File: config.mk
export PLATFORM = sky130hd
export DESIGN_NAME = dem_uart_bb
export DESIGN_NICKNAME = d
export VERILOG_FILES = /design/src/rtl/dem_uart_pkg.sv /design/src/rtl/uart_bus_if.sv /design/src/rtl/dem_uart_bb.sv /design/src/rtl/uart_16550.sv /design/src/rtl/dem_uart_emul.sv /design/src/rtl/dem_uart_fifo.sv
export VERILOG_INCLUDE_DIRS = /design/src /design/src/include
export SDC_FILE = /design/constraint.sdc
export NUM_CORES = 1
export LEC_CHECK = 0
export BUFFER_PORTS_ARGS = -buffer_cell sky130_fd_sc_hd__buf_2
export CAP_MARGIN = 5
export CORE_AREA = 2 2 227 229
export CTS_CLUSTER_SIZE = 14
export DETAILED_ROUTE_END_ITERATION = 10
export DIE_AREA = 0 0 229 231
export PLACE_DENSITY = 0.53
export SETUP_SLACK_MARGIN = 0.3
export SLEW_MARGIN = 0
export SYNTH_ARGS = -nofsm -noshare
export SYNTH_HDL_FRONTEND = slang
export SYNTH_SLANG_ARGS = --single-unit
File: constraint.sdc
create_clock -name clk -period 3.1 [get_ports clk]
set_input_delay 0.31 -clock clk [delete_from_list [all_inputs] [get_ports clk]]
set_output_delay 0.31 -clock clk [all_outputs]
set_load 0.01 [all_outputs]
File: src/include/dem_uart_macros.svh
`ifndef DEM_UART_MACROS_SVH
`define DEM_UART_MACROS_SVH

// debug flit payload width
`define DEM_UART_FLIT_W 16
// entries in each character FIFO
`define DEM_UART_FIFO_DEPTH 16
// event packets always go to the host
`define DEM_UART_HOST_ID 16'h0000
// default bus-bridge data width
`define DEM_UART_BB_DW 32

// 16550 register map, THR shares offset 0 with RBR
`define DEM_UART_REG_RBR 3'd0
`define DEM_UART_REG_IER 3'd1
`define DEM_UART_REG_IIR 3'd2
`define DEM_UART_REG_LCR 3'd3
`define DEM_UART_REG_MCR 3'd4
`define DEM_UART_REG_LSR 3'd5
`define DEM_UART_REG_MSR 3'd6
`define DEM_UART_REG_SCR 3'd7

`endif
File: src/rtl/dem_uart_pkg.sv
`include "dem_uart_macros.svh"

package dem_uart_pkg;

  // one debug flit
  typedef logic [`DEM_UART_FLIT_W-1:0] flit_data_t;
  // module or host address on the debug network
  typedef logic [15:0] dbg_id_t;
  // one UART character
  typedef logic [7:0] uart_char_t;
  // byte register offset
  typedef logic [2:0] reg_addr_t;

  // third flit of every packet
  typedef enum logic [15:0] {
    PKT_CHAR_WRITE = 16'd1,
    PKT_CHAR_EVENT = 16'd2
  } pkt_type_e;

  // transmit side walks the four flits of an event packet
  typedef enum logic [1:0] {TX_DEST, TX_SRC, TX_TYPE, TX_PAYLOAD} tx_state_e;

  // receive side, discard eats the rest of a foreign packet
  typedef enum logic [2:0] {
    RX_DEST, RX_SRC, RX_TYPE, RX_PAYLOAD, RX_DISCARD
  } rx_state_e;

endpackage

File: src/rtl/uart_bus_if.sv
// byte wide register bus between the bridge and the 16550 block
interface uart_bus_if;

  // access strobe, one cycle per access
  logic                   req;
  dem_uart_pkg::reg_addr_t  addr;
  // high for a register write
  logic                   write;
  dem_uart_pkg::uart_char_t wdata;
  // registered, valid the cycle after req
  dem_uart_pkg::uart_char_t rdata;

  // bridge side
  modport master (output req, output addr, output write, output wdata, input rdata);

  // register block side
  modport slave (input req, input addr, input write, input wdata, output rdata);

endinterface

File: src/rtl/dem_uart_bb.sv
`include "dem_uart_macros.svh"

// bus-bridge wrapper around the UART emulation
module dem_uart_bb #(
  parameter int DW = `DEM_UART_BB_DW
) (
  input  logic                     clk,
  input  logic                     rst_i,
  input  dem_uart_pkg::dbg_id_t    id_i,
  input  dem_uart_pkg::flit_data_t debug_in_data_i,
  input  logic                     debug_in_valid_i,
  input  logic                     debug_in_last_i,
  output logic                     debug_in_ready_o,
  output dem_uart_pkg::flit_data_t debug_out_data_o,
  output logic                     debug_out_valid_o,
  output logic                     debug_out_last_o,
  input  logic                     debug_out_ready_i,
  output logic                     irq_o,
  // bit 3 of the address is not decoded
  input  logic [3:0]               bb_addr_i,
  input  logic [DW-1:0]            bb_din_i,
  input  logic                     bb_en_i,
  input  logic                     bb_we_i,
  output logic [DW-1:0]            bb_dout_o
);

  logic                     out_valid;
  dem_uart_pkg::uart_char_t out_char;
  logic                     out_ready;
  logic                     in_valid;
  dem_uart_pkg::uart_char_t in_char;
  logic                     in_ready;
  logic                     drop;

  uart_bus_if u_bus ();

  // bridge strobes map one to one onto the register bus
  assign u_bus.req   = bb_en_i;
  assign u_bus.addr  = bb_addr_i[2:0];
  assign u_bus.write = bb_we_i;
  assign u_bus.wdata = bb_din_i[7:0];

  // same byte on every lane
  assign bb_dout_o = {(DW / 8){u_bus.rdata}};

  dem_uart_emul u_uart_emul (
    .clk               (clk),
    .rst_i             (rst_i),
    .id_i              (id_i),
    .debug_in_data_i   (debug_in_data_i),
    .debug_in_valid_i  (debug_in_valid_i),
    .debug_in_last_i   (debug_in_last_i),
    .debug_in_ready_o  (debug_in_ready_o),
    .debug_out_data_o  (debug_out_data_o),
    .debug_out_valid_o (debug_out_valid_o),
    .debug_out_last_o  (debug_out_last_o),
    .debug_out_ready_i (debug_out_ready_i),
    .out_valid_i       (out_valid),
    .out_char_i        (out_char),
    .out_ready_o       (out_ready),
    .in_valid_o        (in_valid),
    .in_char_o         (in_char),
    .in_ready_i        (in_ready),
    .drop_i            (drop)
  );

  uart_16550 u_16550 (
    .clk         (clk),
    .rst_i       (rst_i),
    .bus         (u_bus.slave),
    .out_valid_o (out_valid),
    .out_char_o  (out_char),
    .out_ready_i (out_ready),
    .in_valid_i  (in_valid),
    .in_char_i   (in_char),
    .in_ready_o  (in_ready),
    .drop_o      (drop),
    .irq_o       (irq_o)
  );

endmodule

File: src/rtl/uart_16550.sv
`include "dem_uart_macros.svh"

// 16550-style register file with character FIFOs and no baud generator
module uart_16550 (
  input  logic                     clk,
  input  logic                     rst_i,
  uart_bus_if.slave                bus,
  // transmit characters towards the packet engine
  output logic                     out_valid_o,
  output dem_uart_pkg::uart_char_t out_char_o,
  input  logic                     out_ready_i,
  // received characters from the packet engine
  input  logic                     in_valid_i,
  input  dem_uart_pkg::uart_char_t in_char_i,
  output logic                     in_ready_o,
  output logic                     drop_o,
  output logic                     irq_o
);

  logic [1:0]               ier;
  dem_uart_pkg::uart_char_t lcr;
  dem_uart_pkg::uart_char_t mcr;
  dem_uart_pkg::uart_char_t scr;
  logic                     overrun;
  logic                     wr_en;
  logic                     rd_en;
  logic                     tx_empty;
  logic                     rx_empty;
  logic                     rx_full;
  logic                     data_ready;
  dem_uart_pkg::uart_char_t rx_char;
  dem_uart_pkg::uart_char_t lsr;
  dem_uart_pkg::uart_char_t iir;
  dem_uart_pkg::uart_char_t rd_byte;

  assign wr_en = bus.req && bus.write;
  assign rd_en = bus.req && !bus.write;

  // THR writes go straight in and the FIFO drops them once full
  dem_uart_fifo #(.DEPTH(`DEM_UART_FIFO_DEPTH)) tx_fifo (
    .clk     (clk),
    .rst_i   (rst_i),
    .push_i  (wr_en && bus.addr == `DEM_UART_REG_RBR),
    .data_i  (bus.wdata),
    .pop_i   (out_ready_i),
    .data_o  (out_char_o),
    .empty_o (tx_empty),
    .full_o  ()
  );

  // RBR read pops in the access cycle
  dem_uart_fifo #(.DEPTH(`DEM_UART_FIFO_DEPTH)) rx_fifo (
    .clk     (clk),
    .rst_i   (rst_i),
    .push_i  (in_valid_i),
    .data_i  (in_char_i),
    .pop_i   (rd_en && bus.addr == `DEM_UART_REG_RBR),
    .data_o  (rx_char),
    .empty_o (rx_empty),
    .full_o  (rx_full)
  );

  assign out_valid_o = !tx_empty;
  assign in_ready_o  = !rx_full;
  // a full receive FIFO tells the engine not to wait
  assign drop_o      = rx_full;
  assign data_ready  = !rx_empty;

  // bits 5 and 6 both track an empty transmit FIFO since nothing shifts out here
  assign lsr = {1'b0, tx_empty, tx_empty, 3'b000, overrun, data_ready};

  // received data outranks THR empty
  always_comb begin
    if (ier[0] && data_ready) begin
      iir = 8'h04;
    end else if (ier[1] && tx_empty) begin
      iir = 8'h02;
    end else begin
      iir = 8'h01;
    end
  end

  assign irq_o = (ier[0] && data_ready) || (ier[1] && tx_empty);

  always_ff @(posedge clk) begin
    if (rst_i) begin
      ier     <= '0;
      lcr     <= '0;
      mcr     <= '0;
      scr     <= '0;
      overrun <= 1'b0;
    end else begin
      if (wr_en) begin
        case (bus.addr)
          `DEM_UART_REG_IER: ier <= bus.wdata[1:0];
          `DEM_UART_REG_LCR: lcr <= bus.wdata;
          `DEM_UART_REG_MCR: mcr <= bus.wdata;
          `DEM_UART_REG_SCR: scr <= bus.wdata;
          default: ;
        endcase
      end
      // a new overrun wins over a clearing LSR read
      if (in_valid_i && rx_full) begin
        overrun <= 1'b1;
      end else if (rd_en && bus.addr == `DEM_UART_REG_LSR) begin
        overrun <= 1'b0;
      end
    end
  end

  always_comb begin
    case (bus.addr)
      `DEM_UART_REG_RBR: rd_byte = rx_char;
      `DEM_UART_REG_IER: rd_byte = {6'b0, ier};
      `DEM_UART_REG_IIR: rd_byte = iir;
      `DEM_UART_REG_LCR: rd_byte = lcr;
      `DEM_UART_REG_MCR: rd_byte = mcr;
      `DEM_UART_REG_LSR: rd_byte = lsr;
      // no modem lines
      `DEM_UART_REG_MSR: rd_byte = 8'h00;
      default:           rd_byte = scr;
    endcase
  end

  // read data shows up one cycle after the strobe
  always_ff @(posedge clk) begin
    if (rd_en) begin
      bus.rdata <= rd_byte;
    end
  end

endmodule

File: src/rtl/dem_uart_emul.sv
`include "dem_uart_macros.svh"

// packet engine between the character streams and the debug flit network
module dem_uart_emul (
  input  logic                     clk,
  input  logic                     rst_i,
  input  dem_uart_pkg::dbg_id_t    id_i,
  // flits from the host
  input  dem_uart_pkg::flit_data_t debug_in_data_i,
  input  logic                     debug_in_valid_i,
  input  logic                     debug_in_last_i,
  output logic                     debug_in_ready_o,
  // flits to the host
  output dem_uart_pkg::flit_data_t debug_out_data_o,
  output logic                     debug_out_valid_o,
  output logic                     debug_out_last_o,
  input  logic                     debug_out_ready_i,
  // characters written by the cpu
  input  logic                     out_valid_i,
  input  dem_uart_pkg::uart_char_t out_char_i,
  output logic                     out_ready_o,
  // characters for the receive FIFO
  output logic                     in_valid_o,
  output dem_uart_pkg::uart_char_t in_char_o,
  input  logic                     in_ready_i,
  input  logic                     drop_i
);

  dem_uart_pkg::tx_state_e  tx_state;
  dem_uart_pkg::rx_state_e  rx_state;
  dem_uart_pkg::uart_char_t tx_char;
  logic                     tx_fire;
  logic                     rx_fire;

  assign tx_fire = debug_out_valid_o && debug_out_ready_i;
  assign rx_fire = debug_in_valid_i && debug_in_ready_o;

  // header flit waits on a character, the rest go out back to back
  assign debug_out_valid_o = (tx_state == dem_uart_pkg::TX_DEST) ? out_valid_i : 1'b1;
  assign debug_out_last_o  = (tx_state == dem_uart_pkg::TX_PAYLOAD);
  // pop the FIFO as the destination flit leaves
  assign out_ready_o = (tx_state == dem_uart_pkg::TX_DEST) && debug_out_ready_i;

  always_comb begin
    case (tx_state)
      dem_uart_pkg::TX_DEST:   debug_out_data_o = `DEM_UART_HOST_ID;
      dem_uart_pkg::TX_SRC:    debug_out_data_o = id_i;
      dem_uart_pkg::TX_TYPE:   debug_out_data_o = dem_uart_pkg::PKT_CHAR_EVENT;
      default:                 debug_out_data_o = {8'h00, tx_char};
    endcase
  end

  // character held for the payload flit
  always_ff @(posedge clk) begin
    if (tx_state == dem_uart_pkg::TX_DEST && tx_fire) begin
      tx_char <= out_char_i;
    end
  end

  always_ff @(posedge clk) begin
    if (rst_i) begin
      tx_state <= dem_uart_pkg::TX_DEST;
    end else if (tx_fire) begin
      case (tx_state)
        dem_uart_pkg::TX_DEST: tx_state <= dem_uart_pkg::TX_SRC;
        dem_uart_pkg::TX_SRC:  tx_state <= dem_uart_pkg::TX_TYPE;
        dem_uart_pkg::TX_TYPE: tx_state <= dem_uart_pkg::TX_PAYLOAD;
        default:               tx_state <= dem_uart_pkg::TX_DEST;
      endcase
    end
  end

  // never back-pressure the debug network
  assign debug_in_ready_o = 1'b1;

  always_ff @(posedge clk) begin
    if (rx_fire && rx_state == dem_uart_pkg::RX_PAYLOAD) begin
      in_char_o <= debug_in_data_i[7:0];
    end
  end

  always_ff @(posedge clk) begin
    if (rst_i) begin
      rx_state   <= dem_uart_pkg::RX_DEST;
      in_valid_o <= 1'b0;
    end else begin
      // strobe ends when taken, or when the register side is dropping
      if (in_valid_o && (in_ready_i || drop_i)) begin
        in_valid_o <= 1'b0;
      end
      if (rx_fire) begin
        case (rx_state)
          dem_uart_pkg::RX_DEST: begin
            if (debug_in_last_i) begin
              rx_state <= dem_uart_pkg::RX_DEST;
            end else if (debug_in_data_i == id_i) begin
              rx_state <= dem_uart_pkg::RX_SRC;
            end else begin
              rx_state <= dem_uart_pkg::RX_DISCARD;
            end
          end
          dem_uart_pkg::RX_SRC: begin
            // source id is not checked
            rx_state <= debug_in_last_i ? dem_uart_pkg::RX_DEST : dem_uart_pkg::RX_TYPE;
          end
          dem_uart_pkg::RX_TYPE: begin
            if (debug_in_last_i) begin
              rx_state <= dem_uart_pkg::RX_DEST;
            end else if (debug_in_data_i == dem_uart_pkg::PKT_CHAR_WRITE) begin
              rx_state <= dem_uart_pkg::RX_PAYLOAD;
            end else begin
              rx_state <= dem_uart_pkg::RX_DISCARD;
            end
          end
          dem_uart_pkg::RX_PAYLOAD: begin
            in_valid_o <= 1'b1;
            // overlong packets are eaten up to last
            rx_state <= debug_in_last_i ? dem_uart_pkg::RX_DEST : dem_uart_pkg::RX_DISCARD;
          end
          default: begin
            if (debug_in_last_i) begin
              rx_state <= dem_uart_pkg::RX_DEST;
            end
          end
        endcase
      end
    end
  end

endmodule

File: src/rtl/dem_uart_fifo.sv
// first-word-fall-through character FIFO
module dem_uart_fifo #(
  parameter int DEPTH = 16
) (
  input  logic                     clk,
  input  logic                     rst_i,
  input  logic                     push_i,
  input  dem_uart_pkg::uart_char_t data_i,
  input  logic                     pop_i,
  output dem_uart_pkg::uart_char_t data_o,
  output logic                     empty_o,
  output logic                     full_o
);

  localparam int PW = (DEPTH > 1) ? $clog2(DEPTH) : 1;
  localparam int CW = $clog2(DEPTH + 1);

  dem_uart_pkg::uart_char_t mem [DEPTH];
  logic [PW-1:0] wr_ptr;
  logic [PW-1:0] rd_ptr;
  logic [CW-1:0] count;
  logic          do_push;
  logic          do_pop;

  // overflow and underflow requests are dropped here
  assign do_push = push_i && !full_o;
  assign do_pop  = pop_i && !empty_o;

  assign empty_o = (count == '0);
  assign full_o  = (count == CW'(DEPTH));
  // head entry is always on the output
  assign data_o  = mem[rd_ptr];

  always_ff @(posedge clk) begin
    if (do_push) begin
      mem[wr_ptr] <= data_i;
    end
  end

  always_ff @(posedge clk) begin
    if (rst_i) begin
      wr_ptr <= '0;
      rd_ptr <= '0;
      count  <= '0;
    end else begin
      // pointers wrap at DEPTH, not at the power of two
      if (do_push) begin
        wr_ptr <= (wr_ptr == PW'(DEPTH - 1)) ? '0 : wr_ptr + 1'b1;
      end
      if (do_pop) begin
        rd_ptr <= (rd_ptr == PW'(DEPTH - 1)) ? '0 : rd_ptr + 1'b1;
      end
      if (do_push && !do_pop) begin
        count <= count + 1'b1;
      end else if (do_pop && !do_push) begin
        count <= count - 1'b1;
      end
    end
  end

endmodule

==> reports/summary.txt <==
Worst path arrival time = 3120 ps
Fin crit share = 87.52%
Clock buffer depth = 3
Crit path time final = 2713 ps
Vias per inst = 4.729
Vias = 8409
Post-Syn Area = 14520 um2
Combinational fraction of design power = 13.7%
Hold path startpoint = debug_in_data_i[6]
Commonest non-fill, non-tap cell in the layout = edfxtp_1
R2R cell count = 11
Antenna violations before repair = 2
Slew Limit Fails = 0
Crit path buf inv count = 2
WL final = 33900 um
Drt initial violations = 612
Setup tns final = 0 ps
Initial Utilization = 28.65%
Highest-count cells in the layout ignoring fill and taps = 280 x edfxtp_1, 100 x buf_2, 76 x nand2_1
RR Endpoint = u_16550.tx_fifo.count[4]
Seq/Total Area, Yosys = 66.60%
Max Freq = 368.6 MHz
Vias in the first global route = 8371
Die width = 229 um
Leakage = 5.600 nW
Power Dens Cells = 641.4 nW/um2
Max-Cap Viols = 0
Multi-input gate area = 4449 um2
# hold bufs at CTS = 0
H-tree depth = 2
Worst path max stage delay = 410 ps
Final core occ = 33.59%
Synth Flop Type = edfxtp_1
Critical setup path kind = flop to flop
Reg power frac = 47.3%
Synthesis-to-finish area growth = 17.25%
DRT Pass-1 Iters = 5
Routed len/inst = 19.07 um
R2R setup slack = 390 ps
FF-to-FF Start = u_16550.tx_fifo.count[3]
Final Hold Viols = 0
GPL Wtd Cong = 0.8362
Switch Pwr = 2.620 mW
Global route total overflow = 0
CTS buffer count = 36
CTS sink cnt = 343
Diode count = 0
Syn Area/Cell = 15.03 um2
Final net count = 1175
RSZ-0062 raised after global routing = yes
P_int = 8.300 mW
Cells after DPL = 1710
Worst Setup Start Kind = flop
First-pass GRT wire length = 51290 um
Clk pwr share = 39.0%
Most congested layer reported by global routing = met2
Sequential Area = 9679 um2
Area leader, netlist = edfxtp_1
Critical path's top delay family = compound AO/OA/AOI/OAI gates
CP Cell Sequence = nor4_4 > buf_4 > a211oi_4 > ha_4 > inv_2 > ha_1 > nor2b_1 > o21a_1 > or3_1 > a21oi_1 > mux2_2
Largest net degree at the start of global routing = 44
CP Max Fanout = 4
EDFF count, synth = 280
Synth Net Count = 1067
Clock Skew = 12.47 ps
Setup crit end kind = flop
Remaining DRCs = 0
Die ar. = 52900 um2
Critical Path RT = 3500 ps
Mapped Cells = 966
# fillers = 4959
Port Buffer Count = 100
CP max-delay cell = dfxtp_1
Outcome = finished, final reports clean
Met2 usage = 20.23%
Hold endpoint = u_uart_emul.in_char_o[6]
Worst skew pair latency = 520 ps
Hold Worst Slack = 26.74 ps
Clk slew on worst S/H paths = 60 ps
Core Region = 50680 um2
Hold WC Path Type = input port to flop
Critical path depth = 11
DIE HEIGHT = 231 um
Layout cells sized above 1 = 25.77%
Row count = 83
Top post-synthesis cells by area = edfxtp_1 58%, mux4_2 9.5%, dfxtp_1 8.7%
Final HPWL DP = 23090 um
GRT Util Overall = 12.73%
Met1 track demand over resource = 17.82%
Yosys warning total = 0
WHS Path Cells = 1
Routed Antenna Nets = 0
Root Buffer = clkbuf_16
Yosys top cell area share = 57.91%
Finished Layout Cells = 1778
Net Sw Frac = 23.99%
Slew @ Worst Pin = 891.6 ps
Max-Slew Margin vs Limit = 40.34%
Peak supply drop = 0.0002842 V
Unique cell type count in the Yosys netlist = 65
Yosys reg bits = 343
Met3 GRT Util = 2.384%
# setup viols final = 0
Synth async-reset ratio = 0%
Boundary pin count = 127
TritonCTS clock tree = built
## worst max-delay path by stage
stage / startpoint / to
CTS: u_16550.tx_fifo.count[1] / u_16550.tx_fifo.count[4]
global route: u_16550.rx_fifo.count[0] / u_16550.rx_fifo.count[4]
floorplan: bb_addr_i[1] / u_16550.tx_fifo.count[4]
detailed placement: bb_addr_i[2] / u_16550.tx_fifo.count[4]
global placement: bb_addr_i[2] / u_16550.rx_fifo.count[4]
finish: u_16550.tx_fifo.count[3] / u_16550.tx_fifo.count[4]
## kinds of logic after synthesis
kind of cell               after synthesis  share of synthesized area [%]
AOI/OAI and AO/OA                      127                          5.567
xor gates and xnor gates                26                          1.568
adders and majority gates               26                          2.344
buffers and inverters                   89                          3.171
DFF                                    343                          66.60
muxes                                  100                          12.23
other                                    1                        0.02583
and+or+nand+nor                        254                          8.497
## metrics by stage
stage	instance area, um2	worst slack, ps	power [mW]
global placement	15810	144.5	6.745
floorplan	14580	303.0	6.259
CTS	16980	302.8	11.02
finish	17020	386.9	10.92
detailed placement	15810	127.2	6.764
global route	17020	279.0	11.33
## state kept, by name, indices dropped and copies added, names as in the netlist, 5 cells and up, named ones only
| name | cells |
|---|---|
| u_16550.bus.rdata | 8 |
| u_16550.lcr | 8 |
| u_16550.mcr | 8 |
| u_16550.rx_fifo.count | 5 |
| u_16550.rx_fifo.mem | 128 |
| u_16550.scr | 8 |
| u_16550.tx_fifo.count | 5 |
| u_16550.tx_fifo.mem | 128 |
| u_uart_emul.in_char_o | 8 |
| u_uart_emul.tx_char | 8 |
## area by class of cell
cell class,instances,area share (%)
well taps,680,4.998
clock buffers,42,5.549
flip-flops and latches,343,56.86
clock inverters,20,1.213
multi-input cells,534,26.14
repair buffers,139,4.807
inverters,20,0.4410
## synth_stat cells, types with 3 or more instances
cell type  count
buf_4         28
nor2b_1       10
nor3_1        13
a21oi_1       47
buf_2         11
a31oi_1        7
nor4_1         3
nand2_1       76
a21o_1         3
mux2i_1       30
nand4_1        8
o22ai_1        7
ha_1          24
xnor2_1       16
o311ai_0       3
nor2_1        68
xor2_1        10
nand3b_1       4
nand2b_1       8
inv_1         20
mux2_2         9
and4_1         3
or3_1          6
dfxtp_1       63
and3_1         5
buf_1          3
edfxtp_1     280
a311oi_1       3
and2_1        17
o21a_1         3
o21ai_0       24
nand3_1       23
clkbuf_1      26
mux4_2        61
a22oi_1        4
a2111oi_0      4
## layer usage
layer	up-vias	part of all wire, %
met3	47	6.0
met4	4	1.9
met1	4227	46
li1	3880	-
met2	251	46
met5	-	0.065
## repair_timing
| item | in CTS | in global routing |
|---|---|---|
| gates resized for setup | 1 | 8 |
| setup endpoints to repair | 2 | 2 |
| pin swaps | 1 | 3 |
| setup buffers | 2 | 4 |
## power groups by stage
stage                     Clock, mW  Sequential [mW]  Combinational [mW]
final                          4.26             5.17                1.50
after detailed placement          0             5.27                1.50
after global routing           4.51             5.18                1.64
after floorplan                   0             5.22                1.04
after global placement            0             5.26                1.48
after CTS                      4.35             5.17                1.50
Power figures use the tool's default switching activity.
